`src/hw/rv_decode_pkg.sv`:
```
/*
 * RV32I decode stage package.
 * Widths, major opcodes, trap causes, the instruction word views
 * and the structs passed between fetch, decode and execute.
 */
`default_nettype none

package rv_decode_pkg;

    // --------------------------------------------------
    // Widths and constants
    // --------------------------------------------------
    localparam int XLEN       = 32;
    localparam int REG_ADDR_W = 5;
    localparam int INSTR_W    = 32;

    localparam logic [XLEN-1:0] PC_RESET_ADDR = 32'h1000_0000;
    localparam logic [XLEN-1:0] INSTR_BYTES   = 32'd4;    // No compressed ops

    // --------------------------------------------------
    // Major opcodes
    // --------------------------------------------------
    localparam logic [6:0] OPC_LOAD   = 7'b0000011;
    localparam logic [6:0] OPC_STORE  = 7'b0100011;
    localparam logic [6:0] OPC_BRANCH = 7'b1100011;
    localparam logic [6:0] OPC_OP_IMM = 7'b0010011;
    localparam logic [6:0] OPC_OP     = 7'b0110011;
    localparam logic [6:0] OPC_LUI    = 7'b0110111;
    localparam logic [6:0] OPC_AUIPC  = 7'b0010111;
    localparam logic [6:0] OPC_JAL    = 7'b1101111;
    localparam logic [6:0] OPC_JALR   = 7'b1100111;
    localparam logic [6:0] OPC_SYSTEM = 7'b1110011;

    localparam logic [6:0] TRAP_IACCESS = 7'd1;    // Instruction access fault
    localparam logic [6:0] TRAP_IOPCODE = 7'd2;    // Illegal instruction

    // --------------------------------------------------
    // Instruction word, one view per format
    // --------------------------------------------------
    typedef struct packed {
        logic [6:0]            funct7;
        logic [REG_ADDR_W-1:0] rs2;
        logic [REG_ADDR_W-1:0] rs1;
        logic [2:0]            funct3;
        logic [REG_ADDR_W-1:0] rd;
        logic [6:0]            opcode;
    } fmt_r_t;

    typedef struct packed {
        logic [11:0]           imm_11_0;
        logic [REG_ADDR_W-1:0] rs1;
        logic [2:0]            funct3;
        logic [REG_ADDR_W-1:0] rd;
        logic [6:0]            opcode;
    } fmt_i_t;

    typedef struct packed {
        logic [6:0]            imm_11_5;
        logic [REG_ADDR_W-1:0] rs2;
        logic [REG_ADDR_W-1:0] rs1;
        logic [2:0]            funct3;
        logic [4:0]            imm_4_0;
        logic [6:0]            opcode;
    } fmt_s_t;

    typedef struct packed {
        logic                  imm_12;
        logic [5:0]            imm_10_5;
        logic [REG_ADDR_W-1:0] rs2;
        logic [REG_ADDR_W-1:0] rs1;
        logic [2:0]            funct3;
        logic [3:0]            imm_4_1;
        logic                  imm_11;
        logic [6:0]            opcode;
    } fmt_b_t;

    typedef struct packed {
        logic [19:0]           imm_31_12;
        logic [REG_ADDR_W-1:0] rd;
        logic [6:0]            opcode;
    } fmt_u_t;

    typedef struct packed {
        logic                  imm_20;
        logic [9:0]            imm_10_1;
        logic                  imm_11;
        logic [7:0]            imm_19_12;
        logic [REG_ADDR_W-1:0] rd;
        logic [6:0]            opcode;
    } fmt_j_t;

    typedef union packed {
        fmt_r_t r;
        fmt_i_t i;
        fmt_s_t s;
        fmt_b_t b;
        fmt_u_t u;
        fmt_j_t j;
    } instr_u;

    // --------------------------------------------------
    // Stage structs
    // --------------------------------------------------
    typedef struct packed {
        instr_u     instr;
        logic [1:0] ferr;    // One bit per halfword
    } fetch_t;

    typedef struct packed {
        logic            valid;
        logic [XLEN-1:0] target;
    } redirect_t;

    typedef struct packed {
        logic add, sub, and_op, or_op, xor_op, sll, srl, sra, slt, sltu;
    } alu_ops_t;

    typedef struct packed {
        logic beq, bne, blt, bge, bltu, bgeu, jal, jalr, ecall, ebrk, mret;
    } cfu_ops_t;

    typedef struct packed {
        logic load, store, byte_w, half_w, word_w, sext;
    } lsu_ops_t;

    typedef struct packed {
        logic alu, lsu, npc;
    } wb_sel_t;

    typedef struct packed {
        logic [REG_ADDR_W-1:0] rs1_addr;
        logic [REG_ADDR_W-1:0] rs2_addr;
        logic [REG_ADDR_W-1:0] rd;
        logic [XLEN-1:0]       imm;
        logic [XLEN-1:0]       pc;
        logic [XLEN-1:0]       npc;
        logic [XLEN-1:0]       rs1_data;
        logic [XLEN-1:0]       rs2_data;
        logic [XLEN-1:0]       alu_lhs;
        logic [XLEN-1:0]       alu_rhs;
        alu_ops_t              alu;
        cfu_ops_t              cfu;
        lsu_ops_t              lsu;
        wb_sel_t               wb;
        logic                  trap;
        logic [6:0]            trap_cause;
    } decode_t;

endpackage

`default_nettype wire

```
`src/hw/rv_pc_track.sv`:
```
/*
 * Program counter tracking for the decode stage.
 * Loads the reset address, follows redirects and
 * steps by one instruction on each accept.
 */
`timescale 1ns/1ps
`default_nettype none

module rv_pc_track (
    input  logic                           g_clk,
    input  logic                           g_resetn,
    input  logic                           accept_i,      // Instruction leaves decode
    input  rv_decode_pkg::redirect_t       redirect_i,    // Control flow change
    output logic [rv_decode_pkg::XLEN-1:0] pc_o,
    output logic [rv_decode_pkg::XLEN-1:0] npc_o
);

    import rv_decode_pkg::*;

    logic [XLEN-1:0] pc_q;

    // --------------------------------------------------
    // PC register
    // --------------------------------------------------

    // Redirect wins over an accept in the same cycle
    always_ff @(posedge g_clk) begin
        if (!g_resetn) begin
            pc_q <= PC_RESET_ADDR;
        end else if (redirect_i.valid) begin
            pc_q <= redirect_i.target;
        end else if (accept_i) begin
            pc_q <= npc_o;
        end
    end

    assign npc_o = pc_q + INSTR_BYTES;    // Always a 4 byte step
    assign pc_o  = pc_q;

endmodule

`default_nettype wire

```
`src/hw/rv_imm_decode.sv`:
```
/*
 * Immediate decoder.
 * Builds the I, S, B, U and J immediates and the shift amount,
 * then picks the one used by the current opcode.
 */
`timescale 1ns/1ps
`default_nettype none

module rv_imm_decode (
    input  rv_decode_pkg::instr_u          instr_i,
    output logic [rv_decode_pkg::XLEN-1:0] imm_o
);

    import rv_decode_pkg::*;

    logic [XLEN-1:0] imm_i;
    logic [XLEN-1:0] imm_s;
    logic [XLEN-1:0] imm_b;
    logic [XLEN-1:0] imm_u;
    logic [XLEN-1:0] imm_j;
    logic [XLEN-1:0] imm_shamt;
    logic [6:0]      opcode;
    logic [2:0]      funct3;

    assign opcode = instr_i.r.opcode;
    assign funct3 = instr_i.r.funct3;

    // --------------------------------------------------
    // Per format extraction
    // --------------------------------------------------
    assign imm_i = {{20{instr_i.i.imm_11_0[11]}}, instr_i.i.imm_11_0};
    assign imm_s = {{20{instr_i.s.imm_11_5[6]}}, instr_i.s.imm_11_5, instr_i.s.imm_4_0};
    assign imm_b = {{19{instr_i.b.imm_12}}, instr_i.b.imm_12, instr_i.b.imm_11,
                    instr_i.b.imm_10_5, instr_i.b.imm_4_1, 1'b0};
    assign imm_u = {instr_i.u.imm_31_12, 12'b0};
    assign imm_j = {{11{instr_i.j.imm_20}}, instr_i.j.imm_20, instr_i.j.imm_19_12,
                    instr_i.j.imm_11, instr_i.j.imm_10_1, 1'b0};

    // Low five bits of the I field, zero extended
    assign imm_shamt = {{(XLEN-5){1'b0}}, instr_i.i.imm_11_0[4:0]};

    // --------------------------------------------------
    // Format select
    // --------------------------------------------------
    always_comb begin
        case (opcode)
            OPC_BRANCH: imm_o = imm_b;
            OPC_LUI,
            OPC_AUIPC:  imm_o = imm_u;
            OPC_JAL:    imm_o = imm_j;
            OPC_STORE:  imm_o = imm_s;
            OPC_OP_IMM: begin
                if (funct3 == 3'b001 || funct3 == 3'b101) begin
                    imm_o = imm_shamt;    // Shift by immediate
                end else begin
                    imm_o = imm_i;
                end
            end
            OPC_LOAD,
            OPC_JALR:   imm_o = imm_i;
            default:    imm_o = '0;
        endcase
    end

endmodule

`default_nettype wire

```
`src/hw/rv_op_decode.sv`:
```
/*
 * Opcode and function decoder.
 * Classifies RV32I words into ALU, control flow and load/store
 * micro-ops, register addresses, writeback select and traps.
 */
`timescale 1ns/1ps
`default_nettype none

module rv_op_decode (
    input  rv_decode_pkg::instr_u                instr_i,
    input  logic [1:0]                           ferr_i,
    output logic [rv_decode_pkg::REG_ADDR_W-1:0] rs1_addr_o,
    output logic [rv_decode_pkg::REG_ADDR_W-1:0] rs2_addr_o,
    output logic [rv_decode_pkg::REG_ADDR_W-1:0] rd_o,
    output rv_decode_pkg::alu_ops_t              alu_o,
    output rv_decode_pkg::cfu_ops_t              cfu_o,
    output rv_decode_pkg::lsu_ops_t              lsu_o,
    output rv_decode_pkg::wb_sel_t               wb_o,
    output logic                                 rhs_imm_o,       // Right operand is imm
    output logic                                 lhs_sel_pc_o,    // Left operand is PC
    output logic                                 lhs_zero_o,      // Left operand is zero
    output logic                                 trap_o,
    output logic [6:0]                           cause_o
);

    import rv_decode_pkg::*;

    logic [INSTR_W-1:0] word;
    logic [6:0]         opcode;
    logic [2:0]         f3;
    logic [6:0]         f7;
    logic               f7_zero;
    logic               f7_alt;

    logic is_load, is_store, is_branch, is_op_imm, is_op;
    logic is_lui, is_auipc, is_jal, is_jalr, is_system;
    logic ld_ok, st_ok, br_ok, jalr_ok, alu_ok;
    logic is_ecall, is_ebrk, is_mret;
    logic fetch_err;
    logic invalid;

    assign word    = instr_i;
    assign opcode  = instr_i.r.opcode;
    assign f3      = instr_i.r.funct3;
    assign f7      = instr_i.r.funct7;
    assign f7_zero = (f7 == 7'b0000000);
    assign f7_alt  = (f7 == 7'b0100000);    // SUB and SRA(I)

    // --------------------------------------------------
    // Major opcode classes
    // --------------------------------------------------
    assign is_load   = (opcode == OPC_LOAD);
    assign is_store  = (opcode == OPC_STORE);
    assign is_branch = (opcode == OPC_BRANCH);
    assign is_op_imm = (opcode == OPC_OP_IMM);
    assign is_op     = (opcode == OPC_OP);
    assign is_lui    = (opcode == OPC_LUI);
    assign is_auipc  = (opcode == OPC_AUIPC);
    assign is_jal    = (opcode == OPC_JAL);
    assign is_jalr   = (opcode == OPC_JALR);
    assign is_system = (opcode == OPC_SYSTEM);

    // Legal funct3/funct7 combinations per class
    assign ld_ok   = is_load && (f3 != 3'b011) && (f3 != 3'b110) && (f3 != 3'b111);
    assign st_ok   = is_store && !f3[2] && (f3[1:0] != 2'b11);
    assign br_ok   = is_branch && (f3[2:1] != 2'b01);
    assign jalr_ok = is_jalr && (f3 == 3'b000);

    always_comb begin
        alu_ok = 1'b0;
        if (is_op) begin
            alu_ok = f7_zero || (f7_alt && (f3 == 3'b000 || f3 == 3'b101));
        end else if (is_op_imm) begin
            case (f3)
                3'b001:  alu_ok = f7_zero;              // SLLI
                3'b101:  alu_ok = f7_zero || f7_alt;    // SRLI / SRAI
                default: alu_ok = 1'b1;
            endcase
        end
    end

    assign is_ecall = is_system && (word == 32'h0000_0073);
    assign is_ebrk  = is_system && (word == 32'h0010_0073);
    assign is_mret  = is_system && (word == 32'h3020_0073);

    // --------------------------------------------------
    // Register addresses
    // --------------------------------------------------
    assign rs1_addr_o = instr_i.r.rs1;
    assign rs2_addr_o = instr_i.r.rs2;
    assign rd_o       = (is_store || is_branch) ? '0 : instr_i.r.rd;

    // --------------------------------------------------
    // Micro-op flags
    // --------------------------------------------------
    assign alu_o.add    = (alu_ok && f3 == 3'b000 && !(is_op && f7_alt)) ||
                          is_auipc || ld_ok || st_ok;
    assign alu_o.sub    = (alu_ok && is_op && f7_alt && f3 == 3'b000) || br_ok;
    assign alu_o.and_op = alu_ok && (f3 == 3'b111);
    assign alu_o.or_op  = (alu_ok && f3 == 3'b110) || is_lui;    // LUI is 0 | imm
    assign alu_o.xor_op = alu_ok && (f3 == 3'b100);
    assign alu_o.sll    = alu_ok && (f3 == 3'b001);
    assign alu_o.srl    = alu_ok && (f3 == 3'b101) && !f7[5];
    assign alu_o.sra    = alu_ok && (f3 == 3'b101) && f7[5];
    assign alu_o.slt    = alu_ok && (f3 == 3'b010);
    assign alu_o.sltu   = alu_ok && (f3 == 3'b011);

    assign cfu_o.beq   = br_ok && (f3 == 3'b000);
    assign cfu_o.bne   = br_ok && (f3 == 3'b001);
    assign cfu_o.blt   = br_ok && (f3 == 3'b100);
    assign cfu_o.bge   = br_ok && (f3 == 3'b101);
    assign cfu_o.bltu  = br_ok && (f3 == 3'b110);
    assign cfu_o.bgeu  = br_ok && (f3 == 3'b111);
    assign cfu_o.jal   = is_jal;
    assign cfu_o.jalr  = jalr_ok;
    assign cfu_o.ecall = is_ecall;
    assign cfu_o.ebrk  = is_ebrk;
    assign cfu_o.mret  = is_mret;

    // A faulting fetch must never reach memory
    assign lsu_o.load   = ld_ok && !fetch_err;
    assign lsu_o.store  = st_ok && !fetch_err;
    assign lsu_o.byte_w = (ld_ok || st_ok) && (f3[1:0] == 2'b00);
    assign lsu_o.half_w = (ld_ok || st_ok) && (f3[1:0] == 2'b01);
    assign lsu_o.word_w = (ld_ok || st_ok) && (f3[1:0] == 2'b10);
    assign lsu_o.sext   = ld_ok && !f3[2];

    assign rhs_imm_o    = is_op_imm || is_lui || is_auipc || is_load || is_store;
    assign lhs_sel_pc_o = is_auipc;
    assign lhs_zero_o   = is_lui;

    // --------------------------------------------------
    // Traps and writeback select
    // --------------------------------------------------
    assign fetch_err = |ferr_i;
    assign invalid   = !(ld_ok || st_ok || br_ok || alu_ok || is_lui || is_auipc ||
                         is_jal || jalr_ok || is_ecall || is_ebrk || is_mret);

    assign trap_o  = fetch_err || invalid;
    assign cause_o = fetch_err ? TRAP_IACCESS :    // Fetch error has priority
                     invalid   ? TRAP_IOPCODE :
                                 7'd0;

    assign wb_o.npc = !trap_o && (cfu_o.jal || cfu_o.jalr);
    assign wb_o.lsu = !trap_o && lsu_o.load;
    assign wb_o.alu = !trap_o && !wb_o.npc && !is_branch && (|alu_o);

endmodule

`default_nettype wire

```
`src/hw/rv_decode_stage.sv`:
```
/*
 * RV32I decode and operand gather stage.
 * Tracks the PC, decodes the fetched word and gathers ALU
 * operands. Decode is combinational with a pass-through handshake.
 */
`timescale 1ns/1ps
`default_nettype none

module rv_decode_stage (
    input  logic                                 g_clk,
    input  logic                                 g_resetn,
    input  rv_decode_pkg::fetch_t                fetch_i,
    input  logic                                 in_valid_i,
    output logic                                 in_ready_o,
    input  rv_decode_pkg::redirect_t             redirect_i,
    output logic [rv_decode_pkg::REG_ADDR_W-1:0] rs1_addr_o,
    output logic [rv_decode_pkg::REG_ADDR_W-1:0] rs2_addr_o,
    input  logic [rv_decode_pkg::XLEN-1:0]       rs1_data_i,    // Forwarded
    input  logic [rv_decode_pkg::XLEN-1:0]       rs2_data_i,    // Forwarded
    input  logic                                 out_ready_i,
    output logic                                 out_valid_o,
    output rv_decode_pkg::decode_t               dec_o
);

    import rv_decode_pkg::*;

    logic            accept;
    logic [XLEN-1:0] pc;
    logic [XLEN-1:0] npc;
    logic [XLEN-1:0] imm;
    logic            rhs_imm;
    logic            lhs_sel_pc;
    logic            lhs_zero;

    // --------------------------------------------------
    // Handshake
    // --------------------------------------------------
    assign out_valid_o = in_valid_i;
    assign in_ready_o  = out_ready_i;
    assign accept      = in_valid_i && out_ready_i;

    rv_pc_track i_pc_track (
        .g_clk      (g_clk),
        .g_resetn   (g_resetn),
        .accept_i   (accept),
        .redirect_i (redirect_i),
        .pc_o       (pc),
        .npc_o      (npc)
    );

    rv_imm_decode i_imm_decode (
        .instr_i (fetch_i.instr),
        .imm_o   (imm)
    );

    rv_op_decode i_op_decode (
        .instr_i      (fetch_i.instr),
        .ferr_i       (fetch_i.ferr),
        .rs1_addr_o   (rs1_addr_o),
        .rs2_addr_o   (rs2_addr_o),
        .rd_o         (dec_o.rd),
        .alu_o        (dec_o.alu),
        .cfu_o        (dec_o.cfu),
        .lsu_o        (dec_o.lsu),
        .wb_o         (dec_o.wb),
        .rhs_imm_o    (rhs_imm),
        .lhs_sel_pc_o (lhs_sel_pc),
        .lhs_zero_o   (lhs_zero),
        .trap_o       (dec_o.trap),
        .cause_o      (dec_o.trap_cause)
    );

    // --------------------------------------------------
    // Operand gather
    // --------------------------------------------------
    assign dec_o.rs1_addr = rs1_addr_o;
    assign dec_o.rs2_addr = rs2_addr_o;
    assign dec_o.imm      = imm;
    assign dec_o.pc       = pc;
    assign dec_o.npc      = npc;
    assign dec_o.rs1_data = rs1_data_i;
    assign dec_o.rs2_data = rs2_data_i;

    assign dec_o.alu_lhs = lhs_sel_pc ? pc :    // AUIPC
                           lhs_zero   ? '0 :    // LUI
                                        rs1_data_i;
    assign dec_o.alu_rhs = rhs_imm ? imm : rs2_data_i;

endmodule

`default_nettype wire

```
`config.mk`:
```
export PLATFORM = sky130hd
export DESIGN_NAME = rv_decode_stage
export DESIGN_NICKNAME = d
export VERILOG_FILES = /design/src/hw/rv_decode_pkg.sv /design/src/hw/rv_pc_track.sv /design/src/hw/rv_imm_decode.sv /design/src/hw/rv_op_decode.sv /design/src/hw/rv_decode_stage.sv
export SDC_FILE = /design/constraint.sdc
export NUM_CORES = 1
export LEC_CHECK = 0
export ABC_AREA = 1
export BUFFER_PORTS_ARGS = -buffer_cell sky130_fd_sc_hd__buf_2
export CAP_MARGIN = 5
export CORE_AREA = 2 2 167 169
export DETAILED_ROUTE_END_ITERATION = 10
export DIE_AREA = 0 0 169 171
export SETUP_SLACK_MARGIN = 0.4
export SLEW_MARGIN = 40
export SYNTH_ARGS = -nofsm -noshare
export SYNTH_HDL_FRONTEND = slang
export SYNTH_HIERARCHICAL = 1
export SYNTH_SLANG_ARGS = --single-unit
```
`constraint.sdc`:
```
create_clock -name g_clk -period 5.08 [get_ports g_clk]
set_clock_uncertainty 0.15 [all_clocks]
set_input_delay 1.524 -clock g_clk [delete_from_list [all_inputs] [get_ports g_clk]]
set_output_delay 1.524 -clock g_clk [all_outputs]
set_load 0.1 [all_outputs]
```
==> flow_summary.toml, run 1 <==
[setup_path]
required_time_worst_endpoint_ns = 3.41
cp.arrival_ns = 3.09
cp_cell_sequence = "buf_12 > nand2_4 > inv_4 > nand4_1 > inv_2 > nor2_4 > o31ai_4 > buf_6 > buf_12 > buf_12 > buf_16 > o21ai_4 > buf_12"
critPathMaxStageDelay_ns = 0.19
path_max_fanout = 8
critical_path.startpoint_type = "input port"
endpoint_kind = "output pin"
cpMostUsedCell = "sky130_fd_sc_hd__buf_12"
timing.setup.critical_path_class = "in2out"
worst_path_max_delay_cell = "sky130_fd_sc_hd__buf_12"

[cts]
tritoncts = "built"
clockRootBuffer = "sky130_fd_sc_hd__clkbuf_16"
clock_path_buffers = 2
numCtsBuffers = 5
worstSkewPairLatency_ns = 0.29
path_clk_slew_ns = 0.06
postCtsHoldBufs = 0
h-tree-depth = 2
clkSinkCount = 32

[layout]
multiInputGateArea_um2 = 4570
final_layout_size_suffix_gt1_share_pct = 50.6
n_fill_cell = 2817
area_delta_synth_final_pct = 92.6
seq_area_um2 = 642
final_instance_area_um2 = 10700
number_of_flip_flops_under_the_largest_register_name = 32
nNetsFinal = 1525
num_antenna_cells = 0
final_cell_count_no_fill = 1736

[placed_design]
cells_after_dpl = 1690
io_buffers = 418
placed_instance_area_um2 = 9310
dp_slack_ns = 0.0496
hpwlAfterDp_um = 23500
gp_congestion = 0.891

[routing]
drt_drc_violations_left = 0
drt-pass1-iter-count = 7
antenna_violating_nets_post_route = 0
drt-wirelength-per-cell_um = 17.0
dr.first_iter.drc_count = 402
routed-via-count = 7905
route.final.wire_length_um = 29500
via_per_inst = 4.55

[yosys]
most_used_flip_flop_cell_after_synthesis = "sky130_fd_sc_hd__dfxtp_1"
synth_cell_type_count = 38
yosysWarningCount = 6
ys_ff_latch = 32
post_synth_edffs = 0
synthCells = 1029
netlist_area_um2 = 5580
synth.avg_cell_area_um2 = 5.42
seq_area_frac_synth_pct = 11.5
async_flop_share_pct = 0

[sta]
period_minus_slack_ns = 4.76
hold_violations = 0
setup_repair_after_global_routing_missed_its_margin = "true"
timing_max_transition_violations_final = 0
final_critical_path_setup_slack_ns = 0.321
clock.fmax_mhz = 210
worst-slew-pin-transition_ns = 0.730
slew_headroom_pct = 51.3
fin_crit_sh_pct = 93.7
timing.setup.tns_ns = 0
timing.final.setup_violations = 0
hold_ws_ns = 0.412

[global_route]
first_pass_grt_wire_length_um = 41700
grt_max_degree = 36
vias_in_the_first_global_route = 7251
grtUsageTotal_pct = 18.8
antenna_violations_before_repair = 0
grt_overflow = 0

[floorplan]
die_area_um2 = 28900
num_rows = 61
num_io_pins = 424
die_x_um = 169
core_area_um2 = 27300
die_h_um = 171
floorplan.initialDensity_pct = 20.4

[power]
p_per_area_nw_per_um2 = 190
p_leak_nw = 5.46
ir_drop_mv = 0.115

[hold_path]
worstHoldPathType = "reg2reg"

[run]
drv.max_cap_violation_count = 0

[outcome]
run_status = "complete, no violations"
cells by family (layout without fill, tap and decap cells):
group	Yosys count	in the layout	share of synthesized area, %
compound gates	91	91	9.51
xor+xnor	15	15	3.16
fa+ha+maj	1	1	0.224
buf+inv	263	617	26.3
flops	32	32	11.5
other cells	1	5	0.0672
simple gates	626	629	49.3
cells in the mapped netlist (6+ instances only):
cell type,n,area share (%)
sky130_fd_sc_hd__nor2_1,93,6.3
sky130_fd_sc_hd__nand4_1,23,2.6
sky130_fd_sc_hd__nor2_2,13,1.5
sky130_fd_sc_hd__inv_2,7,0.47
sky130_fd_sc_hd__nor2_4,9,1.8
sky130_fd_sc_hd__buf_2,20,1.8
sky130_fd_sc_hd__o21ai_0,37,3.3
sky130_fd_sc_hd__xnor2_1,6,0.94
sky130_fd_sc_hd__clkbuf_1,11,0.74
sky130_fd_sc_hd__nand2_2,17,1.9
sky130_fd_sc_hd__a31oi_1,7,0.79
sky130_fd_sc_hd__inv_1,112,7.5
sky130_fd_sc_hd__a22oi_1,20,2.7
sky130_fd_sc_hd__nand3_1,91,8.2
sky130_fd_sc_hd__buf_4,101,14
sky130_fd_sc_hd__a21oi_1,22,2.0
sky130_fd_sc_hd__dfxtp_1,32,11
sky130_fd_sc_hd__nand2_1,363,24
sky130_fd_sc_hd__nor3_1,6,0.54
sky130_fd_sc_hd__buf_6,9,1.8
layer usage:
metal | part of all wire (%) | vias to the layer above | GRT usage [%] | wire length, µm
li1 | - | 3845 | - | -
met1 | 36 | 3641 | 19.8 | 10500
met4 | 2.0 | 0 | 4.42 | 576
met2 | 55 | 382 | 37.8 | 16200
met5 | 0 | - | 0 | 0
met3 | 7.7 | 37 | 3.91 | 2270
path summary, 6_finish.rpt:
path | start | to | slack [ns] | cells after the start
max | fetch_i[6] | dec_o[66] | 0.32 | 13
min | i_pc_track/pc_o[1] | i_pc_track/pc_o[1] | 0.41 | 2
max reg2reg | i_pc_track/pc_o[3] | i_pc_track/pc_o[16] | 2.77 | 7
min reg2reg | i_pc_track/pc_o[1] | i_pc_track/pc_o[1] | 0.41 | 2
repair_timing:
action                     in CTS  in global routing
resized for setup             119                 76
gates cloned                    7                  5
setup endpoints to repair      98                 65
setup buffers                  10                 16
pin swaps                      12                 43
where the power goes:
part,switching [mW],internal (mW),leakage [nW]
clock,0.120,0.258,0.0901
sequential,0.0352,0.267,0.265
combinational,1.06,0.309,5.11
cells in the final DEF, fill, tap and decap left out, types with 3 or more instances in the layout:
cell type	count
sky130_fd_sc_hd__conb_1	5
sky130_fd_sc_hd__a22oi_1	20
sky130_fd_sc_hd__nand4_1	23
sky130_fd_sc_hd__nand2_4	18
sky130_fd_sc_hd__nor2_1	62
sky130_fd_sc_hd__buf_4	73
sky130_fd_sc_hd__nand3_1	66
sky130_fd_sc_hd__xnor2_2	4
sky130_fd_sc_hd__nand2_8	5
sky130_fd_sc_hd__xor2_2	6
sky130_fd_sc_hd__buf_16	7
sky130_fd_sc_hd__o21ai_0	3
sky130_fd_sc_hd__clkbuf_16	9
sky130_fd_sc_hd__buf_2	294
sky130_fd_sc_hd__o21ai_2	3
sky130_fd_sc_hd__nor2_4	25
sky130_fd_sc_hd__inv_4	5
sky130_fd_sc_hd__inv_2	8
sky130_fd_sc_hd__nand3b_1	3
sky130_fd_sc_hd__buf_6	6
sky130_fd_sc_hd__inv_1	103
sky130_fd_sc_hd__a21oi_1	22
sky130_fd_sc_hd__nand2_2	26
sky130_fd_sc_hd__nand3_4	6
sky130_fd_sc_hd__dfxtp_1	31
sky130_fd_sc_hd__nand3_2	21
sky130_fd_sc_hd__nand2_1	334
sky130_fd_sc_hd__buf_12	99
sky130_fd_sc_hd__nor2_2	29
sky130_fd_sc_hd__a31oi_1	7
sky130_fd_sc_hd__clkbuf_4	4
sky130_fd_sc_hd__nor3_4	3
sky130_fd_sc_hd__o21ai_4	31
through the flow:
stage	power [mW]	util (%)
floorplan	1.32	-
global placement	1.60	34.1
detailed placement	1.60	34.1
CTS	2.03	37.3
global route	2.11	39.3
finish	2.05	39.3
worst max-delay path, delay by kind of cell:
family / cells / cell delay, ns
buf+inv: 8 / 1.00
simple gates: 3 / 0.30
compound gates: 2 / 0.24
area by class of cell:
cell class | count | area share, %
Sequential cell | 32 | 5.98
Clock buffer | 7 | 1.42
Tap cell | 346 | 4.03
Multi-Input combinational cell | 741 | 42.5
Timing Repair inverter | 1 | 0.0699
Clock inverter | 1 | 0.280
Inverter | 120 | 4.66
Timing Repair Buffer | 488 | 41.0
Note: power is estimated with default switching activity, not from simulation.
==> run 2, diff against run 1 <==
--- a/config.mk
+++ b/config.mk
@@ -11,6 +11,7 @@
 export CORE_AREA = 2 2 167 169
 export DETAILED_ROUTE_END_ITERATION = 10
 export DIE_AREA = 0 0 169 171
+export PLACE_DENSITY = 0.45
 export SETUP_SLACK_MARGIN = 0.4
 export SLEW_MARGIN = 40
 export SYNTH_ARGS = -nofsm -noshare
==> flow_summary.toml, run 2 (synthesized netlist as in run 1, its figures left out) <==
[routing]
routed-via-count = 7807
antenna_violating_nets_post_route = 0
drt-pass1-iter-count = 5
via_per_inst = 4.47
drt_drc_violations_left = 0
route.final.wire_length_um = 29500
drt-wirelength-per-cell_um = 16.9
dr.first_iter.drc_count = 282

[setup_path]
startpoint = "fetch_i[5]"
timing.setup.critical_path_class = "in2out"
endpoint_kind = "output pin"
required_time_worst_endpoint_ns = 3.41
critical_path.startpoint_type = "input port"
critPathMaxStageDelay_ns = 0.22
critPathBufInv = 6
worstReg2RegStart = "i_pc_track/pc_o[3]"
cp_cell_sequence = "buf_12 > clkinv_8 > nand4_1 > buf_4 > o31ai_4 > buf_12 > clkbuf_16 > nand2_4 > o21ai_4 > buf_12"
cp.arrival_ns = 3.01
worst_path_max_delay_cell = "sky130_fd_sc_hd__o31ai_4"
cpLargestDelayFamily = "buffers and inverters"
path_max_fanout = 8
cpMostUsedCell = "sky130_fd_sc_hd__buf_12"

[sta]
setup_repair_after_global_routing_missed_its_margin = "true"
worst-slew-pin-transition_ns = 0.717
clock.fmax_mhz = 214
timing_max_transition_violations_final = 0
fin_crit_sh_pct = 92.2
period_minus_slack_ns = 4.68
timing.final.setup_violations = 0
slew_headroom_pct = 52.2
final_critical_path_setup_slack_ns = 0.397
hold_violations = 0

[cts]
worstSkewPairLatency_ns = 0.28
numCtsBuffers = 5
clockRootBuffer = "sky130_fd_sc_hd__clkbuf_16"
clock_path_buffers = 2
clkSinkCount = 32
h-tree-depth = 2
postCtsHoldBufs = 0
path_clk_slew_ns = 0.05
tritoncts = "built"

[run]
drv.max_cap_violation_count = 0

[layout]
layout_commonest_cell = "sky130_fd_sc_hd__nand2_1"
most-common-layout-cells = "sky130_fd_sc_hd__nand2_1, sky130_fd_sc_hd__buf_2, sky130_fd_sc_hd__inv_1"
nNetsFinal = 1535
number_of_flip_flops_under_the_largest_register_name = 32
area_delta_synth_final_pct = 94.5
n_fill_cell = 2862
final_layout_size_suffix_gt1_share_pct = 51.8
num_antenna_cells = 0

[placed_design]
hpwlAfterDp_um = 23200
dp_slack_ns = 0.0926
io_buffers = 418
gp_congestion = 0.875

[global_route]
grt_max_degree = 36
antenna_violations_before_repair = 0
vias_in_the_first_global_route = 7241
first_pass_grt_wire_length_um = 41900
grt_overflow = 0
grtUsageTotal_pct = 18.8

[floorplan]
die_area_um2 = 28900
core_area_um2 = 27300
die_x_um = 169
floorplan.initialDensity_pct = 20.4
num_rows = 61
num_io_pins = 424
die_h_um = 171

[outcome]
run_status = "complete, no violations"

[power]
p_leak_nw = 5.61
p_per_area_nw_per_um2 = 182
fin_total_pwr_mw = 1.98
ir_drop_mv = 0.0985

[hold_path]
worstHoldPathType = "reg2reg"
hold_start = "i_pc_track/pc_o[1]"
-- run 2: worst paths after layout --
kind / end / slack (ns) / cells past startpoint
worst min-delay path: i_pc_track/pc_o[1] / 0.42 / 2
worst max-delay path: dec_o[62] / 0.40 / 10
worst min register to register: i_pc_track/pc_o[1] / 0.42 / 2
worst max register to register: i_pc_track/pc_o[16] / 2.80 / 7
-- run 2: area by class of cell --
cell class,instances,area (µm²),area share (%)
clock buffers,7,153,1.41
inverters,120,513,4.73
multi-input cells,739,4670,43.0
flip-flops and latches,32,642,5.92
well taps,346,433,3.99
repair buffers,501,4440,40.9
-- run 2: report_power, final --
group | internal (mW) | switching [mW]
clock | 0.206 | 0.115
sequential | 0.267 | 0.0342
combinational | 0.301 | 1.05
total | 0.773 | 1.20
-- run 2: stage by stage --
stage                     setup TNS (ns)  instances  cell area [µm²]  util, %  hold slack, ns
after CTS                              0       1718            10000     36.7           0.424
after detailed placement               0       1688             9240     33.8           0.407
after global routing                   0       1745            10800     39.7           0.460
after floorplan                    -3.57       1033             6210        -           0.685
after global placement                 0       1688             9240     33.8           0.406
final                                  0       1745            10800     39.7           0.420
-- run 2: layer usage --
layer / vias to the layer above / GRT usage [%] / part of all wire (%)
li1: 3883 / - / -
met1: 3577 / 19.3 / 35
met2: 317 / 38.1 / 55
met3: 28 / 4.63 / 7.5
met4: 2 / 4.12 / 1.7
met5: - / 0 / 0.017
-- run 2: worst register-to-register path, cell delays in order, from the launching register on --
cell and delay (ns):
sky130_fd_sc_hd__dfxtp_1 0.43, sky130_fd_sc_hd__ha_1 0.38, sky130_fd_sc_hd__nand3_1 0.28, sky130_fd_sc_hd__nor2_2 0.38, sky130_fd_sc_hd__nand3_1 0.19, sky130_fd_sc_hd__xnor2_2 0.21, sky130_fd_sc_hd__nand2_1 0.07, sky130_fd_sc_hd__a21oi_1 0.12
-- run 2: repair_timing --
action	4_1_cts	5_1_grt
resized for setup	114	121
gates cloned	3	5
endpoints found under the setup margin	105	62
setup buffers	20	22
pin swaps	23	40
==> run 3, diff against run 2 <==
--- a/config.mk
+++ b/config.mk
@@ -7,12 +7,11 @@
 export LEC_CHECK = 0
 export ABC_AREA = 1
 export BUFFER_PORTS_ARGS = -buffer_cell sky130_fd_sc_hd__buf_2
-export CAP_MARGIN = 5
+export CAP_MARGIN = 40
 export CORE_AREA = 2 2 167 169
 export DETAILED_ROUTE_END_ITERATION = 10
 export DIE_AREA = 0 0 169 171
 export PLACE_DENSITY = 0.45
-export SETUP_SLACK_MARGIN = 0.4
 export SLEW_MARGIN = 40
 export SYNTH_ARGS = -nofsm -noshare
 export SYNTH_HDL_FRONTEND = slang
==> flow_summary.toml, run 3 (synthesized netlist as in run 1, its figures left out) <==
[routing]
drt-wirelength-per-cell_um = 15.4
antenna_violating_nets_post_route = 0
routed-via-count = 7391
via_per_inst = 4.37
drt-pass1-iter-count = 5
dr.first_iter.drc_count = 423
drt_drc_violations_left = 0
route.final.wire_length_um = 26100

[setup_path]
cp.arrival_ns = 3.20
critical_path.startpoint_type = "input port"
worst_path_max_delay_cell = "sky130_fd_sc_hd__nor2_1"
endpoint_kind = "output pin"
path_max_fanout = 9
startpoint = "fetch_i[8]"
cpLargestDelayFamily = "simple AND/OR/NAND/NOR gates"
cp_cell_sequence = "buf_2 > inv_2 > nand2_1 > nor2_1 > nand3_1 > nand3_1 > nand2_2 > buf_12 > nand3_1 > nand2_1 > o21ai_2 > buf_12"
cpMostUsedCell = "sky130_fd_sc_hd__nand3_1"
critPathBufInv = 4
timing.setup.critical_path_class = "in2out"
worstReg2RegStart = "i_pc_track/pc_o[2]"
regToRegSetupSlack_ns = 2.91
critPathMaxStageDelay_ns = 0.21
required_time_worst_endpoint_ns = 3.41

[placed_design]
hpwlAfterDp_um = 22100
io_buffers = 418
dp_slack_ns = 0.192
placed_instance_area_um2 = 9150
gp_congestion = 0.863
cells_after_dpl = 1682

[cts]
cts.repair.resized = 0
path_clk_slew_ns = 0.05
clockRootBuffer = "sky130_fd_sc_hd__clkbuf_16"
numCtsBuffers = 5
tritoncts = "built"
clkSinkCount = 32
worstSkewPairLatency_ns = 0.28
h-tree-depth = 2
postCtsHoldBufs = 0
clock_path_buffers = 2
cts_setup_buffers = 0

[layout]
final_instance_area_um2 = 9290
final_layout_size_suffix_gt1_share_pct = 43.8
number_of_flip_flops_under_the_largest_register_name = 32
nNetsFinal = 1479
most-common-layout-cells = "sky130_fd_sc_hd__nand2_1, sky130_fd_sc_hd__buf_2, sky130_fd_sc_hd__inv_1"
layout_commonest_cell = "sky130_fd_sc_hd__nand2_1"
final_cell_count_no_fill = 1692
area_delta_synth_final_pct = 66.6
n_fill_cell = 2989

[floorplan]
num_io_pins = 424
die_h_um = 171
core_area_um2 = 27300
floorplan.initialDensity_pct = 20.4
die_x_um = 169
die_area_um2 = 28900
num_rows = 61

[power]
ir_drop_mv = 0.102
p_leak_nw = 4.85
fin_total_pwr_mw = 1.87
p_per_area_nw_per_um2 = 201

[global_route]
vias_in_the_first_global_route = 6938
antenna_violations_before_repair = 5
grtUsageTotal_pct = 17.2
first_pass_grt_wire_length_um = 38700
grt_max_degree = 36
grt_overflow = 0

[sta]
period_minus_slack_ns = 4.87
final_critical_path_setup_slack_ns = 0.208
worst-slew-pin-transition_ns = 0.721
timing_max_transition_violations_final = 0
setup_repair_after_global_routing_missed_its_margin = "false"
fin_crit_sh_pct = 95.9
timing.setup.tns_ns = 0
clock.fmax_mhz = 205
hold_violations = 0
timing.final.setup_violations = 0
slew_headroom_pct = 51.9

[hold_path]
hold_start = "i_pc_track/pc_o[8]"
worstHoldPathType = "reg2reg"

[outcome]
run_status = "complete, no violations"

[run]
drv.max_cap_violation_count = 0
## run 3: tightest hold or removal path, stage by stage, from the launching register on
cell                      delay, ns
sky130_fd_sc_hd__dfxtp_1       0.37
sky130_fd_sc_hd__nand2_1       0.09
sky130_fd_sc_hd__a31oi_1       0.07
## run 3: layout make-up
type	count	area [µm²]	area share (%)
Sequential cell	32	641	6.89
Timing Repair Buffer	446	3700	39.8
Tap cell	346	433	4.66
Clock inverter	1	5.00	0.0539
Inverter	120	478	5.14
Antenna cell	3	7.51	0.0808
Multi-Input combinational cell	738	3900	42.0
Clock buffer	6	129	1.39
## run 3: path summary, 6_finish.rpt
check                        endpoint  cells past startpoint
setup / recovery            dec_o[56]                     12
hold / removal     i_pc_track/pc_o[8]                      2
setup reg to reg  i_pc_track/pc_o[16]                      7
hold reg to reg    i_pc_track/pc_o[8]                      2
## run 3: layer usage
layer	vias to the layer above	wire length, µm	part of all wire [%]	global-route usage, %
met3	36	2000	7.7	4.28
met5	-	33	0.13	0
met2	288	14100	54	34.0
li1	3753	-	-	-
met4	6	582	2.2	5.02
met1	3308	9410	36	17.7
## run 3: stage by stage
| stage | util [%] | hold WS (ns) |
|---|---|---|
| after floorplan | - | 0.826 |
| after global placement | 33.5 | 0.412 |
| after detailed placement | 33.5 | 0.429 |
| after CTS | 34.0 | 0.441 |
| after global routing | 34.0 | 0.479 |
| final | 34.0 | 0.436 |
## run 3: power by group
part	switching, mW	leakage (nW)	internal, mW	total, mW
combinational	1.02	4.51	0.258	1.28
sequential	0.0323	0.264	0.267	0.299
clock	0.109	0.0667	0.178	0.287
total	1.16	4.85	0.703	1.87
